$ cat src/common/hpu_pkg.sv
`default_nettype none

package hpu_pkg;

    // bus address and data width
    localparam int ADDR_W = 32;

    // message identifier width
    localparam int MSGID_W = 10;

    // home cluster is taken from the low message id bits
    localparam int NUM_CLUSTERS = 4;
    localparam int CLUSTER_W    = $clog2(NUM_CLUSTERS);

    // region select on addr[8:7]
    localparam logic [1:0] REGION_TASK = 2'd0;

    // task region word offsets, addr[7:0]
    localparam logic [7:0] REG_HANDLER_FUN  = 8'h00;
    localparam logic [7:0] REG_HANDLER_MEM  = 8'h08;
    localparam logic [7:0] REG_PKT_PTR      = 8'h10;
    localparam logic [7:0] REG_PKT_SIZE     = 8'h14;
    localparam logic [7:0] REG_PKT_ADDR     = 8'h44;
    localparam logic [7:0] REG_HOME_CLUSTER = 8'h48;
    localparam logic [7:0] REG_MSGID        = 8'h4C;
    // termination word, reads as zero
    localparam logic [7:0] REG_FEEDBACK     = 8'h50;

    // handler task as handed over by the scheduler
    typedef struct packed {
        logic [ADDR_W-1:0]  handler_fun;
        logic [ADDR_W-1:0]  handler_mem;
        logic [ADDR_W-1:0]  pkt_ptr;
        logic [ADDR_W-1:0]  pkt_addr;
        logic [ADDR_W-1:0]  pkt_size;
        logic [MSGID_W-1:0] msgid;
    } hpu_task_t;

    // descriptor returned once the handler terminates
    typedef struct packed {
        logic [ADDR_W-1:0]  pkt_ptr;
        logic [ADDR_W-1:0]  pkt_addr;
        logic [ADDR_W-1:0]  pkt_size;
        logic [MSGID_W-1:0] msgid;
    } feedback_t;

    // controller states
    typedef enum logic [1:0] {
        Init,
        Idle,
        Running,
        SendingFeedback
    } hpu_state_t;

endpackage

`default_nettype wire

$ cat src/common/periph_bus_if.sv
`timescale 1ns/1ps
`default_nettype none

interface periph_bus_if import hpu_pkg::*; ();

    // core side
    logic              req;
    logic [ADDR_W-1:0] addr;
    logic              wen_n;
    logic [ADDR_W-1:0] wdata;

    // driver side
    logic              gnt;
    logic              rvalid;
    logic [ADDR_W-1:0] rdata;

    modport core (
        output req, addr, wen_n, wdata,
        input  gnt, rvalid, rdata
    );

    modport driver (
        input  req, addr, wen_n, wdata,
        output gnt, rvalid, rdata
    );

endinterface

`default_nettype wire

$ cat src/hpu_ctrl/hpu_ctrl.sv
`timescale 1ns/1ps
`default_nettype none

module hpu_ctrl import hpu_pkg::*; (
    input  wire logic              clk_i,
    input  wire logic              rst_ni,

    periph_bus_if.driver           bus_i,

    // task handshake
    input  wire logic              task_valid_i,
    output logic                   task_ready_o,
    input  wire logic [ADDR_W-1:0] handler_fun_i,
    output logic                   capture_o,

    // feedback buffer control
    input  wire logic              fb_full_i,
    output logic                   fb_push_o,

    output logic                   active_o
);

    hpu_state_t state_d, state_q;

    logic task_req;
    logic term_hit;
    logic trigger_feedback;

    // only region 0 is served, the rest stays unanswered
    assign task_req = bus_i.req && (bus_i.addr[8:7] == REGION_TASK);
    assign term_hit = (bus_i.addr[7:0] == REG_FEEDBACK);

    // grant task words only while a handler runs
    assign bus_i.gnt = (state_q == Running) && task_req;

    // read or write of the termination word ends the handler
    assign trigger_feedback = bus_i.gnt && term_hit;

    assign task_ready_o = (state_q == Idle);
    assign active_o     = (state_q != Init);
    assign capture_o    = task_valid_i && task_ready_o;

    assign fb_push_o = !fb_full_i &&
                       (trigger_feedback || (state_q == SendingFeedback));

    always_comb begin
        state_d = state_q;

        case (state_q)
            Init: begin
                // first access from the core means its runtime is up
                if (task_req) begin
                    state_d = Idle;
                end
            end

            Idle: begin
                if (capture_o) begin
                    // no handler, feedback goes out straight away
                    if (handler_fun_i == '0) begin
                        state_d = SendingFeedback;
                    end else begin
                        state_d = Running;
                    end
                end
            end

            Running: begin
                if (trigger_feedback) begin
                    state_d = fb_full_i ? SendingFeedback : Idle;
                end
            end

            SendingFeedback: begin
                // wait for the previous descriptor to drain
                if (!fb_full_i) begin
                    state_d = Idle;
                end
            end

            default: begin
                state_d = Idle;
            end
        endcase
    end

    always_ff @(posedge clk_i or negedge rst_ni) begin
        if (!rst_ni) begin
            state_q <= Init;
        end else begin
            state_q <= state_d;
        end
    end

endmodule

`default_nettype wire

$ cat src/verilog/feedback_buffer.sv
`timescale 1ns/1ps
`default_nettype none

module feedback_buffer import hpu_pkg::*; (
    input  wire logic      clk_i,
    input  wire logic      rst_ni,

    input  wire logic      push_i,
    input  wire feedback_t data_i,
    input  wire logic      pop_i,

    output logic           full_o,
    output logic           empty_o,
    output feedback_t      data_o
);

    logic      occupied_q;
    feedback_t data_q;

    // single entry, so push and pop never meet in one cycle
    always_ff @(posedge clk_i or negedge rst_ni) begin
        if (!rst_ni) begin
            occupied_q <= 1'b0;
        end else if (push_i && !occupied_q) begin
            occupied_q <= 1'b1;
        end else if (pop_i && occupied_q) begin
            occupied_q <= 1'b0;
        end
    end

    // payload held until popped
    always_ff @(posedge clk_i) begin
        if (push_i && !occupied_q) begin
            data_q <= data_i;
        end
    end

    assign full_o  = occupied_q;
    assign empty_o = !occupied_q;
    assign data_o  = data_q;

endmodule

`default_nettype wire

$ cat src/verilog/hpu_driver.sv
`timescale 1ns/1ps
`default_nettype none

module hpu_driver import hpu_pkg::*; (
    input  wire logic              clk_i,
    input  wire logic              rst_ni,
    input  wire logic [5:0]        cluster_id_i,

    // task in
    input  wire logic              hpu_task_valid_i,
    output logic                   hpu_task_ready_o,
    input  wire hpu_task_t         hpu_task_i,

    // feedback out
    output logic                   hpu_feedback_valid_o,
    input  wire logic              hpu_feedback_ready_i,
    output feedback_t              hpu_feedback_o,

    output logic                   hpu_active_o,
    input  wire logic              no_dma_req_pending_i,

    // core peripheral bus
    input  wire logic              bus_req_i,
    input  wire logic [ADDR_W-1:0] bus_addr_i,
    input  wire logic              bus_wen_ni,
    input  wire logic [ADDR_W-1:0] bus_wdata_i,
    output logic                   bus_gnt_o,
    output logic                   bus_rvalid_o,
    output logic [ADDR_W-1:0]      bus_rdata_o
);

    periph_bus_if bus ();

    logic      capture;
    logic      fb_push;
    logic      fb_pop;
    logic      fb_full;
    logic      fb_empty;
    feedback_t fb_descr;

    assign bus.req   = bus_req_i;
    assign bus.addr  = bus_addr_i;
    assign bus.wen_n = bus_wen_ni;
    assign bus.wdata = bus_wdata_i;

    assign bus_gnt_o    = bus.gnt;
    assign bus_rvalid_o = bus.rvalid;
    assign bus_rdata_o  = bus.rdata;

    // descriptor leaves only while the core has no dma in flight
    assign hpu_feedback_valid_o = !fb_empty && no_dma_req_pending_i;
    assign fb_pop = hpu_feedback_valid_o && hpu_feedback_ready_i;

    hpu_ctrl i_hpu_ctrl (
        .clk_i         (clk_i),
        .rst_ni        (rst_ni),
        .bus_i         (bus.driver),
        .task_valid_i  (hpu_task_valid_i),
        .task_ready_o  (hpu_task_ready_o),
        .handler_fun_i (hpu_task_i.handler_fun),
        .capture_o     (capture),
        .fb_full_i     (fb_full),
        .fb_push_o     (fb_push),
        .active_o      (hpu_active_o)
    );

    task_regs i_task_regs (
        .clk_i      (clk_i),
        .rst_ni     (rst_ni),
        .bus_i      (bus.driver),
        .task_i     (hpu_task_i),
        .capture_i  (capture),
        .feedback_o (fb_descr)
    );

    feedback_buffer i_feedback_buffer (
        .clk_i   (clk_i),
        .rst_ni  (rst_ni),
        .push_i  (fb_push),
        .data_i  (fb_descr),
        .pop_i   (fb_pop),
        .full_o  (fb_full),
        .empty_o (fb_empty),
        .data_o  (hpu_feedback_o)
    );

endmodule

`default_nettype wire

$ cat src/verilog/task_regs.sv
`timescale 1ns/1ps
`default_nettype none

module task_regs import hpu_pkg::*; (
    input  wire logic      clk_i,
    input  wire logic      rst_ni,

    periph_bus_if.driver   bus_i,

    input  wire hpu_task_t task_i,
    input  wire logic      capture_i,

    output feedback_t      feedback_o
);

    hpu_task_t task_q;

    logic              rvalid_q;
    logic [ADDR_W-1:0] rdata_d, rdata_q;

    // current task, loaded on acceptance
    always_ff @(posedge clk_i) begin
        if (capture_i) begin
            task_q <= task_i;
        end
    end

    // register map
    always_comb begin
        rdata_d = '0;

        case (bus_i.addr[7:0])
            REG_HANDLER_FUN:  rdata_d = task_q.handler_fun;
            REG_HANDLER_MEM:  rdata_d = task_q.handler_mem;
            REG_PKT_PTR:      rdata_d = task_q.pkt_ptr;
            REG_PKT_SIZE:     rdata_d = task_q.pkt_size;
            REG_PKT_ADDR:     rdata_d = task_q.pkt_addr;
            REG_HOME_CLUSTER: rdata_d[CLUSTER_W-1:0] = task_q.msgid[CLUSTER_W-1:0];
            REG_MSGID:        rdata_d[MSGID_W-1:0] = task_q.msgid;
            // termination word and unmapped offsets read zero
            default:          rdata_d = '0;
        endcase
    end

    // response one cycle after the grant
    always_ff @(posedge clk_i or negedge rst_ni) begin
        if (!rst_ni) begin
            rvalid_q <= 1'b0;
        end else begin
            rvalid_q <= bus_i.gnt;
        end
    end

    always_ff @(posedge clk_i) begin
        if (bus_i.gnt) begin
            rdata_q <= rdata_d;
        end
    end

    assign bus_i.rvalid = rvalid_q;
    assign bus_i.rdata  = rdata_q;

    // descriptor built from the held task
    assign feedback_o.pkt_ptr  = task_q.pkt_ptr;
    assign feedback_o.pkt_addr = task_q.pkt_addr;
    assign feedback_o.pkt_size = task_q.pkt_size;
    assign feedback_o.msgid    = task_q.msgid;

endmodule

`default_nettype wire

$ cat config.mk
export PLATFORM = sky130hd
export DESIGN_NAME = hpu_driver
export DESIGN_NICKNAME = d
export VERILOG_FILES = /design/src/common/hpu_pkg.sv /design/src/common/periph_bus_if.sv /design/src/hpu_ctrl/hpu_ctrl.sv /design/src/verilog/feedback_buffer.sv /design/src/verilog/hpu_driver.sv /design/src/verilog/task_regs.sv
export SDC_FILE = /design/constraint.sdc
export NUM_CORES = 1
export LEC_CHECK = 0
export ABC_AREA = 1
export CORE_ASPECT_RATIO = 0.8
export CORE_UTILIZATION = 43
export DETAILED_ROUTE_END_ITERATION = 8
export DONT_BUFFER_PORTS = 1
export SLEW_MARGIN = 20
export SYNTH_ARGS = -nofsm -noshare
export SYNTH_HDL_FRONTEND = slang
export SYNTH_SLANG_ARGS = --single-unit
$ cat constraint.sdc
create_clock -name clk_i -period 6.31 [get_ports clk_i]
set_clock_uncertainty 0.1 [all_clocks]
set_input_delay 0.631 -clock clk_i [delete_from_list [all_inputs] [get_ports clk_i]]
set_output_delay 0.631 -clock clk_i [all_outputs]
set_load 0.01 [all_outputs]
==> flow_metrics.env <==
export IMPL_cts_max_path_buffers=3
export IMPL_crit_chain="inv_1, nand3_1, inv_1, buf_4, nand3_1, nand2_1, nand2_1, inv_4, buf_4"
export IMPL_critPathMaxStageDelay_ps=670
export IMPL_tightestPinTransition_ps=1070
export IMPL_clkSinkCount=312
export IMPL_grt_pass1_vias=6002
export IMPL_synth_avg_cell_area_um2=15.7
export IMPL_dp_cells=1049
export IMPL_maxCapViolCount=0
export IMPL_yosysSeqAreaShare_pct=83.2
export IMPL_wirelength_mm=27.4
export IMPL_critPathMaxFanout=60
export IMPL_min_period_ps=3220
export IMPL_h_tree_depth=1
export IMPL_p_leak_nw=4.22
export IMPL_fmax_ghz=0.310
export IMPL_numCtsBuffers=30
export IMPL_route_vias_total=5981
export IMPL_cts_root_buffer="clkbuf_16"
export IMPL_wl_met2_mm=13.5
export IMPL_critical_path_class="input pin to register"
export IMPL_drc=0
export IMPL_arrival_ps=3300
export IMPL_coreArea_um2=25500
export IMPL_cellPowerDensity_nw_per_um2=386
export IMPL_syn_num_nets=967
export IMPL_grt_overflow=0
export IMPL_setup_ws_ps=3090
export IMPL_ant_nets=0
export IMPL_critPathLaunchType="input pin"
export IMPL_wl_per_cell_um=24.9
export IMPL_setup_viol=0
export IMPL_place_ws_ps=2490
export IMPL_syn_inst=716
export IMPL_yosysUniqueCellTypes=19
export IMPL_cts_tree="yes"
export IMPL_drt_pass1_iter_count=5
export IMPL_grt_max_degree=77
export IMPL_yosys_warnings=0
export IMPL_via_per_inst=5.42
export IMPL_final_common_cell="edfxtp_1"
export IMPL_syn_area_um2=11200
export IMPL_post_route_util_pct=49.5
export IMPL_slowest_stage="buf_4"
export IMPL_fin_crit_sh_pct=51.1
export IMPL_layout_drive_gt1_share_pct=8.24
export IMPL_portBuffers=0
export IMPL_antenna_found_initial=4
export IMPL_post_cts_repair_setup_buffers=0
export IMPL_finalHoldViolCount=0
export IMPL_finalNetCount=982
export IMPL_worstHoldPathType="input pin to register"
export IMPL_grt_util_all_layers_pct=20.3
export IMPL_wl_met1_mm=10.7
export IMPL_vdd_drop_max_mv=0.273
export IMPL_instances_no_fill=1103
export IMPL_yosys_register_bits=312
export IMPL_die_area_um2=26800
export IMPL_required_ps=6390
export IMPL_die_y_um=147
export IMPL_maxSlewHeadroom_pct=28.4
export IMPL_clkTransAtPathRegs_ps=70
export IMPL_fillCellCount=2203
export IMPL_drtIter0Drc=361
export IMPL_status="completed"
export IMPL_syn_to_final_growth_pct=12.2
export IMPL_dp_hpwl_mm=17.7
export IMPL_worstSetupEndpointType="register"
export IMPL_insertion_delay_ps=550
export IMPL_route_met3_wl_mm=2.65
export IMPL_slew_violations=0
export IMPL_totalNegativeSetupSlack_ps=0
export IMPL_finalInstanceArea_um2=12600
export IMPL_rsz0062_at_grt="no"
export IMPL_start_util_pct=44.1
export IMPL_holdWs_ps=61.9
export IMPL_boundaryPins=390
export IMPL_rows=52
export IMPL_diodes=0
export IMPL_p_total_mw=4.87
export IMPL_post_dp_cell_area_um2=11700
export IMPL_mostFrequentLayoutCells="308 x edfxtp_1, 144 x nand3_1, 99 x nand2_1"
export IMPL_top_layer_used="met5"
export IMPL_grt_first_pass_wirelength_mm=39.7
export IMPL_gp_congestion=0.880
export IMPL_dieWidth_um=183
[repair_timing]
action	CTS	global route
gates resized for setup	0	0
hold endpoints to repair	4	0
hold buffers	1	0
[layout make-up]
| cell class | count | area (µm²) | share of cell area (%) |
|---|---|---|---|
| clock buffers | 38 | 802 | 6.36 |
| inverters | 50 | 195 | 1.55 |
| flip-flops and latches | 312 | 9350 | 74.1 |
| clock inverters | 15 | 148 | 1.17 |
| well taps | 351 | 439 | 3.48 |
| repair buffers | 11 | 85.1 | 0.675 |
| multi-input cells | 326 | 1600 | 12.6 |
[cell usage after synthesis (all sizes together)]
library cell	instances	area, µm²
nand3b	3	22.5
or2	1	6.26
nor3	7	72.6
inv	50	188
buf	24	120
o21ai	2	10.0
nand3	144	721
nand2	99	372
nor2	38	145
ha	4	50.1
dfrtp	4	100
edfxtp	308	9250
nand4	25	156
clkbuf	4	15.0
a21oi	3	15.0
[power by group]
group	switching (mW)	internal (mW)
combinational	0.257	0.0434
clock	0.732	1.01
sequential	0.156	2.67
[state kept, by name, summed over array words and instances (netlist names)]
signal                    flops
i_task_regs.bus_i.rvalid      1
i_task_regs.task_q           64
i_task_regs.bus_i.rdata      32
i_hpu_ctrl.state_q            2
i_feedback_buffer.data_o    106
i_task_regs.feedback_o      106
i_feedback_buffer.full_o      1
[per-layer routing]
metal / vias up / track usage [%]
met3: 43 / 6.76
met2: 329 / 33.7
li1: 2656 / -
met5: - / 0
met4: 4 / 5.17
met1: 2949 / 25.6
[critical path, delay by kind of cell]
kind	cells	cell delay, ps
buffers and inverters	5	1890
and+or+nand+nor	4	630
[path summary, 6_finish.rpt]
path	slack (ps)	start	endpoint	cells past startpoint
max	3090	bus_addr_i[3]	i_feedback_buffer.data_o[70]	9
min in group asynchronous	260	rst_ni	i_hpu_ctrl.state_q[0]	1
max in group asynchronous	5650	rst_ni	i_task_regs.bus_i.rvalid	1
min	60	hpu_feedback_ready_i	i_feedback_buffer.full_o	1
min reg2reg	350	i_task_regs.feedback_o[102]	i_feedback_buffer.data_o[102]	0
max reg2reg	3120	i_hpu_ctrl.state_q[0]	i_feedback_buffer.data_o[70]	9
[cell families after synthesis]
logic type / count (synthesis) / synth area share, %
AOI/OAI and AO/OA: 5 / 0.223
adders and majority gates: 4 / 0.445
buffers and inverters: 78 / 2.87
DFF: 312 / 83.2
and+or+nand+nor: 317 / 13.3
Power figures use the tool's default switching activity.
